--- src/include/exe_settings.svh ---
`ifndef EXE_SETTINGS_SVH
`define EXE_SETTINGS_SVH

// ------------------------------------------------------------
// datapath sizing
// ------------------------------------------------------------

// data and address width
`define EXE_XLEN 32

// register number width, 32 gprs
`define EXE_REG_W 5

// ------------------------------------------------------------
// empty record contents
// ------------------------------------------------------------

// boot vector, shown by an empty slot
`define EXE_RESET_PC 32'hbfc0_0000

`endif
--- src/exe_ops_pkg.sv ---
package exe_ops_pkg;

    // ------------------------------------------------------------
    // alu operations
    // ------------------------------------------------------------
    typedef enum logic [3:0] {
        ALU_ADD  = 4'd0,  // traps on signed overflow
        ALU_ADDU = 4'd1,
        ALU_SUB  = 4'd2,  // traps on signed overflow
        ALU_SUBU = 4'd3,
        ALU_AND  = 4'd4,
        ALU_OR   = 4'd5,
        ALU_XOR  = 4'd6,
        ALU_NOR  = 4'd7,
        ALU_SLT  = 4'd8,
        ALU_SLTU = 4'd9,
        ALU_SLL  = 4'd10,
        ALU_SRL  = 4'd11,
        ALU_SRA  = 4'd12,
        ALU_LUI  = 4'd13
    } alu_op_e;

    // ------------------------------------------------------------
    // memory operations
    // ------------------------------------------------------------
    typedef enum logic [3:0] {
        MEM_NONE = 4'd0,
        MEM_LB   = 4'd1,
        MEM_LBU  = 4'd2,
        MEM_LH   = 4'd3,
        MEM_LHU  = 4'd4,
        MEM_LW   = 4'd5,
        MEM_LWL  = 4'd6,
        MEM_LWR  = 4'd7,
        MEM_SB   = 4'd8,  // stores from here up
        MEM_SH   = 4'd9,
        MEM_SW   = 4'd10,
        MEM_SWL  = 4'd11,
        MEM_SWR  = 4'd12
    } mem_op_e;

    // exception codes, cp0 cause encoding
    typedef enum logic [4:0] {
        EXC_NONE = 5'd0,
        EXC_ADEL = 5'd4,   // load or fetch address error
        EXC_ADES = 5'd5,   // store address error
        EXC_OV   = 5'd12   // arithmetic overflow
    } exc_code_e;

    function automatic logic is_store(mem_op_e op);
        return op inside {MEM_SB, MEM_SH, MEM_SW, MEM_SWL, MEM_SWR};
    endfunction

endpackage

--- src/exe_pipe_pkg.sv ---
`include "exe_settings.svh"

package exe_pipe_pkg;

    // ------------------------------------------------------------
    // decode -> execute
    // ------------------------------------------------------------
    typedef struct packed {
        logic [`EXE_XLEN-1:0]     pc;
        exe_ops_pkg::alu_op_e     alu_op;
        logic [`EXE_XLEN-1:0]     src_a;         // rs, or shift amount
        logic [`EXE_XLEN-1:0]     src_b;         // rt or immediate
        logic [`EXE_XLEN-1:0]     store_data;    // rt value for stores
        exe_ops_pkg::mem_op_e     mem_op;
        logic [`EXE_REG_W-1:0]    dest;
        logic                     in_exc;        // raised in fetch or decode
        exe_ops_pkg::exc_code_e   in_exc_code;
        logic [`EXE_XLEN-1:0]     in_bad_vaddr;
    } id_to_exe_t;

    // ------------------------------------------------------------
    // execute -> memory
    // ------------------------------------------------------------
    typedef struct packed {
        logic [`EXE_XLEN-1:0]     pc;
        logic [`EXE_XLEN-1:0]     result;        // also the data address
        exe_ops_pkg::mem_op_e     mem_op;
        logic [`EXE_REG_W-1:0]    dest;
        logic                     exc;
        exe_ops_pkg::exc_code_e   exc_code;
        logic [`EXE_XLEN-1:0]     bad_vaddr;
    } exe_to_mem_t;

    // data memory write port
    typedef struct packed {
        logic [3:0]               we;            // one bit per byte lane
        logic [`EXE_XLEN-1:0]     addr;          // word aligned
        logic [`EXE_XLEN-1:0]     data;
    } dm_write_t;

endpackage

--- src/exe_top.sv ---
`timescale 1ns/10ps

module exe_top (
    input  logic                       clk,
    input  logic                       reset,
    input  logic                       flush,
    input  logic                       id_valid,
    output logic                       id_ready,
    input  exe_pipe_pkg::id_to_exe_t   id_data,
    output logic                       mem_valid,
    input  logic                       mem_ready,
    output exe_pipe_pkg::exe_to_mem_t  mem_data,
    output exe_pipe_pkg::dm_write_t    dm_write
);
    import exe_pipe_pkg::*;

    logic        exe_valid;
    exe_to_mem_t exe_data;
    logic        mem_allowin;

    // ------------------------------------------------------------
    // execute, then the memory stage register
    // ------------------------------------------------------------
    exe_stage i_exe_stage (
        .clk         (clk),
        .reset       (reset),
        .flush       (flush),
        .id_valid    (id_valid),
        .exe_allowin (id_ready),
        .id_data     (id_data),
        .mem_allowin (mem_allowin),
        .exe_valid   (exe_valid),
        .exe_data    (exe_data),
        .dm_write    (dm_write)
    );

    stage_reg #(.payload_t(exe_to_mem_t)) i_mem_reg (
        .clk        (clk),
        .reset      (reset),
        .flush      (flush),
        .in_valid   (exe_valid),
        .in_allowin (mem_allowin),
        .in_data    (exe_data),
        .out_valid  (mem_valid),
        .out_ready  (mem_ready),
        .out_data   (mem_data)
    );

endmodule

--- src/exe_stage.sv ---
`timescale 1ns/10ps
`include "exe_settings.svh"

module exe_stage (
    input  logic                       clk,
    input  logic                       reset,
    input  logic                       flush,
    input  logic                       id_valid,
    output logic                       exe_allowin,
    input  exe_pipe_pkg::id_to_exe_t   id_data,
    input  logic                       mem_allowin,
    output logic                       exe_valid,
    output exe_pipe_pkg::exe_to_mem_t  exe_data,
    output exe_pipe_pkg::dm_write_t    dm_write
);
    import exe_ops_pkg::*;
    import exe_pipe_pkg::*;

    id_to_exe_t           rec;          // held instruction
    logic                 rec_valid;
    logic [`EXE_XLEN-1:0] alu_result;
    logic                 alu_ovf;
    logic [`EXE_XLEN-1:0] lane_data;
    logic [3:0]           byte_en;
    logic                 addr_exc;
    exc_code_e            addr_code;
    logic                 moving;

    // ------------------------------------------------------------
    // input register and datapath
    // ------------------------------------------------------------
    stage_reg #(.payload_t(id_to_exe_t)) i_in_reg (
        .clk        (clk),
        .reset      (reset),
        .flush      (flush),
        .in_valid   (id_valid),
        .in_allowin (exe_allowin),
        .in_data    (id_data),
        .out_valid  (rec_valid),
        .out_ready  (mem_allowin),
        .out_data   (rec)
    );

    alu i_alu (
        .op       (rec.alu_op),
        .a        (rec.src_a),
        .b        (rec.src_b),
        .result   (alu_result),
        .overflow (alu_ovf)
    );

    store_align i_store_align (
        .mem_op     (rec.mem_op),
        .offset     (alu_result[1:0]),
        .store_data (rec.store_data),
        .lane_data  (lane_data),
        .byte_en    (byte_en)
    );

    addr_check i_addr_check (
        .mem_op   (rec.mem_op),
        .addr     (alu_result),
        .exc      (addr_exc),
        .exc_code (addr_code)
    );

    // ------------------------------------------------------------
    // result record
    // ------------------------------------------------------------
    always_comb begin
        exe_data.pc     = rec_valid ? rec.pc : `EXE_RESET_PC;  // empty slot shows boot pc
        exe_data.result = alu_result;
        exe_data.mem_op = rec.mem_op;
        exe_data.dest   = rec.dest;
        exe_data.bad_vaddr = rec.in_exc ? rec.in_bad_vaddr : alu_result;
        if (rec.in_exc) begin           // earlier stage has priority
            exe_data.exc      = 1'b1;
            exe_data.exc_code = rec.in_exc_code;
        end else if (alu_ovf) begin
            exe_data.exc      = 1'b1;
            exe_data.exc_code = EXC_OV;
        end else if (addr_exc) begin
            exe_data.exc      = 1'b1;
            exe_data.exc_code = addr_code;
        end else begin
            exe_data.exc      = 1'b0;
            exe_data.exc_code = EXC_NONE;
        end
    end

    assign exe_valid = rec_valid;

    // write only on the handoff edge, so a stalled store goes out once
    assign moving = rec_valid && mem_allowin && !flush;

    assign dm_write.we   = (moving && !exe_data.exc) ? byte_en : 4'b0000;
    assign dm_write.addr = {alu_result[`EXE_XLEN-1:2], 2'b00};
    assign dm_write.data = lane_data;

endmodule

--- src/addr_check.sv ---
`timescale 1ns/10ps
`include "exe_settings.svh"

module addr_check (
    input  exe_ops_pkg::mem_op_e    mem_op,
    input  logic [`EXE_XLEN-1:0]    addr,
    output logic                    exc,
    output exe_ops_pkg::exc_code_e  exc_code
);
    import exe_ops_pkg::*;

    logic misaligned;

    always_comb begin
        case (mem_op)
            MEM_LH, MEM_LHU, MEM_SH: misaligned = addr[0];
            MEM_LW, MEM_SW:          misaligned = |addr[1:0];
            default:                 misaligned = 1'b0;  // bytes and lwl/lwr/swl/swr
        endcase
    end

    assign exc = misaligned;

    always_comb begin
        if (!misaligned) begin
            exc_code = EXC_NONE;
        end else if (is_store(mem_op)) begin
            exc_code = EXC_ADES;
        end else begin
            exc_code = EXC_ADEL;
        end
    end

endmodule

--- src/store_align.sv ---
`timescale 1ns/10ps
`include "exe_settings.svh"

module store_align (
    input  exe_ops_pkg::mem_op_e    mem_op,
    input  logic [1:0]              offset,      // low address bits
    input  logic [`EXE_XLEN-1:0]    store_data,
    output logic [`EXE_XLEN-1:0]    lane_data,
    output logic [3:0]              byte_en
);
    import exe_ops_pkg::*;

    logic [1:0] inv_offset;
    logic [4:0] left_bits;
    logic [4:0] right_bits;

    // 3 - offset, lanes above the addressed byte
    assign inv_offset = ~offset;
    assign left_bits  = {offset, 3'b000};
    assign right_bits = {inv_offset, 3'b000};

    // ------------------------------------------------------------
    // little endian lane steering
    // ------------------------------------------------------------
    always_comb begin
        lane_data = '0;
        byte_en   = 4'b0000;
        case (mem_op)
            MEM_SB: begin
                lane_data = {4{store_data[7:0]}};
                byte_en   = 4'b0001 << offset;
            end
            MEM_SH: begin
                lane_data = {2{store_data[15:0]}};
                byte_en   = offset[1] ? 4'b1100 : 4'b0011;
            end
            MEM_SW: begin
                lane_data = store_data;
                byte_en   = 4'b1111;
            end
            MEM_SWL: begin
                // upper part of rt into lanes 0..offset
                lane_data = store_data >> right_bits;
                byte_en   = 4'b1111 >> inv_offset;
            end
            MEM_SWR: begin
                // lower part of rt into lanes offset..3
                lane_data = store_data << left_bits;
                byte_en   = 4'b1111 << offset;
            end
            default: begin
                lane_data = '0;  // loads and alu ops write nothing
                byte_en   = 4'b0000;
            end
        endcase
    end

endmodule

--- src/alu.sv ---
`timescale 1ns/10ps
`include "exe_settings.svh"

module alu (
    input  exe_ops_pkg::alu_op_e    op,
    input  logic [`EXE_XLEN-1:0]    a,
    input  logic [`EXE_XLEN-1:0]    b,
    output logic [`EXE_XLEN-1:0]    result,
    output logic                    overflow
);
    import exe_ops_pkg::*;

    localparam int MSB = `EXE_XLEN - 1;

    logic [`EXE_XLEN-1:0] sum;
    logic [`EXE_XLEN-1:0] diff;
    logic [4:0]           shamt;
    logic                 add_ovf;
    logic                 sub_ovf;

    assign sum   = a + b;
    assign diff  = a - b;
    assign shamt = a[4:0];  // shift amount sits in src_a

    // same signs in, different sign out
    assign add_ovf = (a[MSB] == b[MSB]) && (sum[MSB] != a[MSB]);
    // signs differ and result follows b
    assign sub_ovf = (a[MSB] != b[MSB]) && (diff[MSB] != a[MSB]);

    always_comb begin
        result = '0;
        case (op)
            ALU_ADD, ALU_ADDU: result = sum;
            ALU_SUB, ALU_SUBU: result = diff;
            ALU_AND:           result = a & b;
            ALU_OR:            result = a | b;
            ALU_XOR:           result = a ^ b;
            ALU_NOR:           result = ~(a | b);
            ALU_SLT:           result[0] = $signed(a) < $signed(b);
            ALU_SLTU:          result[0] = a < b;
            ALU_SLL:           result = b << shamt;
            ALU_SRL:           result = b >> shamt;
            ALU_SRA:           result = $signed(b) >>> shamt;
            ALU_LUI:           result = b << 16;
            default:           result = '0;
        endcase
    end

    // only the trapping forms report it
    always_comb begin
        case (op)
            ALU_ADD: overflow = add_ovf;
            ALU_SUB: overflow = sub_ovf;
            default: overflow = 1'b0;
        endcase
    end

endmodule

--- src/stage_reg.sv ---
`timescale 1ns/10ps

module stage_reg #(
    parameter type payload_t = logic
) (
    input  logic     clk,
    input  logic     reset,
    input  logic     flush,
    input  logic     in_valid,
    output logic     in_allowin,
    input  payload_t in_data,
    output logic     out_valid,
    input  logic     out_ready,
    output payload_t out_data
);

    logic     valid_q;
    payload_t data_q;

    // empty, or the held record leaves this cycle
    assign in_allowin = !valid_q || out_ready;

    always_ff @(posedge clk) begin
        if (reset || flush) begin
            valid_q <= 1'b0;  // flush wins over a new record
        end else if (in_allowin) begin
            valid_q <= in_valid;
        end
    end

    always_ff @(posedge clk) begin
        if (in_allowin && in_valid) begin
            data_q <= in_data;
        end
    end

    assign out_valid = valid_q;
    assign out_data  = data_q;

endmodule

--- config.mk ---
export PLATFORM = sky130hd
export DESIGN_NAME = exe_top
export DESIGN_NICKNAME = d
export VERILOG_FILES = /design/src/exe_ops_pkg.sv /design/src/exe_pipe_pkg.sv /design/src/exe_top.sv /design/src/exe_stage.sv /design/src/addr_check.sv /design/src/store_align.sv /design/src/alu.sv /design/src/stage_reg.sv
export VERILOG_INCLUDE_DIRS = /design/src /design/src/include
export SDC_FILE = /design/constraint.sdc
export NUM_CORES = 1
export LEC_CHECK = 0
export BUFFER_PORTS_ARGS = -buffer_cell sky130_fd_sc_hd__buf_2
export CORE_UTILIZATION = 60
export DETAILED_ROUTE_END_ITERATION = 7
export PLACE_DENSITY = 0.83
export SLEW_MARGIN = 25
export SYNTH_ARGS = -nofsm -noshare
export SYNTH_HDL_FRONTEND = slang
export SYNTH_SLANG_ARGS = --single-unit
--- constraint.sdc ---
create_clock -name clk -period 19.15 [get_ports clk]
set_input_delay 0.9575 -clock clk [delete_from_list [all_inputs] [get_ports clk]]
set_output_delay 0.9575 -clock clk [all_outputs]
set_load 0.01 [all_outputs]
==> flow_summary.yaml <==
clocking:
  cts_resized: 0
  hold_buffers: 0
  htreeDepth: 1
  numClockSinks: 292
  cts_setup_buffers: 0
  clk_latency_ps: 580
  cts.clk_slew.worst_paths_ps: 70
  numCtsBuffers: 29
  cts_tree: "done"
  cts.path.max_buffers: 3
  cts_root_buffer: "clkbuf_16"
sta:
  timing.fmax_mhz: 144.6
  hold_viol_final: 0
  slew_headroom_pct: 20.32
  setup_viol: 0
  maxSlewViolCount: 0
  skew_ps: 28.92
  grt_setup_unrepaired: "no"
  tns_ps: 0
  min_period_ps: 6915
  finalCritPeriodShare_pct: 36.11
  worstMarginPinSlew_ps: 1165
cells_and_area:
  layout_commonest_cell: "buf_2"
  final-seq-area_um2: 8750
  final_layout_size_suffix_gt1_share_pct: 24.59
  multi_input_comb_area_um2: 10200
  synthToLayoutAreaGrowth_pct: 14.03
  fin_util_pct: 69.92
  final_nets: 2509
  fill_cells: 2466
  final_cell_mix: "362 x buf_2, 290 x edfxtp_1, 200 x nor2_1, 149 x a21oi_1, 132 x nand2_1"
placement:
  port_buffers: 362
  routabilityCongestion: 1.061
  post-dp-hpwl_mm: 51.42
routing:
  via_per_inst: 6.701
  routedWlPerCell_um: 26.05
  drt-pass1-iter-count: 7
  top_layer: "met5"
  drtIter0Drc: 2542
  dr_wl_met2_mm: 31.33
  wl_mm: 70.21
  num_vias: 18060
  antenna_left: 0
  wl_met1_mm: 26.06
  wl_met3_mm: 9.211
  drc: 0
grt:
  overflow: 0
  grt_max_degree: 73
  grt_pass1_wl_mm: 104.0
  grt_pass1_vias: 17400
  track_usage_pct: 40.58
  antenna_found_initial: 7
synth:
  postSynthCellCount: 1954
  syn_area_per_cell_um2: 10.29
  ys_types: 85
  synth_top_flop_cell: "edfxtp_1"
  ys_seq_elements: 292
  synth_seq_area_share_pct: 43.52
  yosysWarnings: 0
  async_reset_ff_share_pct: 0
  synth_edf_count: 290
  synth_area_um2: 20100
critical_path:
  crit_required_ps: 18190
  r2r_cells: 9
  crit_path_max_fanout: 28
  critPathLaunchType: "flop"
  path_cells: "buf_4 -> inv_1 -> ha_1 -> fa_1 -> o21ba_2 -> nand2b_1 -> a21oi_1 -> nor2_1 -> o221ai_1 -> nand4b_1 -> a21oi_2 -> inv_2 -> o22ai_1 -> a22oi_1 -> nand2_1 -> buf_2"
  critPathSlowestCell: "o22ai_1"
  cp_top_family: "compound AO/OA/AOI/OAI gates"
  worstSetupPathType: "flop to primary output"
  critPathBufInv: 4
  path_depth: 16
  crit_arrival_ps: 5960
  worst_path_largest_cell_delay_ps: 740
  endpoint_kind: "primary output"
hold_path:
  min_path_type: "flop to flop"
  hold_depth: 0
status:
  status: "finished, final reports clean"
power:
  p_per_area_nw_per_um2: 75.22
  ir_drop_mv: 0.07347
  power_leakage_nw: 9.290
floorplanning:
  dieArea_um2: 34240
  start_util_pct: 61.32
  io_pins: 365
  die_h_um: 185.0
  core-area_um2: 32780
  die_w_um: 185.0
  rows: 66
run:
  maxCapViolations: 0
## synth_stat cells, types with 9 or more instances
cell type  count  area [um^2]
edfxtp_1     290         8708
nor2_1       201        754.5
a21oi_1      149        745.7
nand2_1      132        495.5
o21ai_0      109        545.5
inv_1         97        364.1
ha_1          96         1201
clkbuf_1      82        307.8
mux2i_1       79        790.8
a22oi_1       53        397.9
mux4_2        48         1081
xnor2_1       46        402.9
o211ai_1      43        322.8
mux2_2        37        416.7
buf_4         34        255.2
nor3_1        32        160.2
and2_1        29        181.4
nand3_1       29        145.1
a211oi_1      23        172.7
buf_2         22        110.1
o22ai_1       21        131.4
buf_1         20        75.07
nor2b_1       19        118.9
nand2b_1      17        106.4
or3_1         14        87.58
a21o_1        13        97.59
a31oi_1       13        81.33
o221ai_1      12        105.1
o31ai_1       12        90.09
o21bai_1      10        75.07
or2_2         10        62.56
a222oi_1       9        90.09
nor4_1         9        56.30
xor2_1         9        78.83
## area by class of cell
type	count	share of cell area, %
Inverter	105	1.719
Multi-Input combinational cell	1398	44.49
Timing Repair Buffer	401	9.181
Clock buffer	34	3.248
Clock inverter	19	0.7369
Sequential cell	292	38.17
Antenna cell	4	0.04367
Tap cell	442	2.413
## logic make-up after synthesis
group                      share of synthesized area (%)
AOI/OAI and AO/OA                                  17.71
and+or+nand+nor                                    12.11
DFF                                                43.52
buffers and inverters                              5.838
muxes                                              12.24
adders and majority gates                          6.174
xor gates and xnor gates                           2.396
other                                            0.01865
## final timing paths
kind | start | end | slack, ps
worst max-delay path | i_exe_stage.i_in_reg.out_data[111] | dm_write[16] | 12240
worst min-delay path | i_exe_stage.i_in_reg.out_data[42] | i_mem_reg.out_data[42] | 420
worst max register to register | i_exe_stage.i_in_reg.out_data[111] | i_mem_reg.out_data[67] | 14020
worst min register to register | i_exe_stage.i_in_reg.out_data[42] | i_mem_reg.out_data[42] | 420
## per-layer routing
metal | GRT usage (%) | up-vias
li1 | - | 7865
met1 | 52.06 | 8574
met2 | 62.36 | 1375
met3 | 12.78 | 240
met4 | 19.34 | 6
met5 | 0 | -
## registers in the layout (all words and copies together), names as in the netlist
signal	cells
i_exe_stage.i_in_reg.out_valid	1
i_mem_reg.out_valid	1
i_exe_stage.i_in_reg.out_data	179
i_mem_reg.out_data	111
## where the power goes
group / switching [mW] / internal [mW]
logic: 0.250 / 0.150
clock network: 0.239 / 0.317
registers: 0.0271 / 0.741
## metrics by stage
stage | setup WS [ps] | instances | power (mW) | hold WS (ps) | cell area [um^2]
6_report | 12240 | 2695 | 1.724 | 422.5 | 22920
5_1_grt | 12040 | 2694 | 1.780 | 431.6 | 22920
4_1_cts | 12270 | 2691 | 1.715 | 425.0 | 22910
3_5_place_dp | 12920 | 2638 | 1.166 | 411.0 | 21990
3_3_place_gp | 13050 | 2638 | 1.157 | 400.4 | 21990
2_1_floorplan | 10910 | 1955 | 1.042 | 400.3 | 20110
No activity file was read; power rests on OpenSTA's default activity.
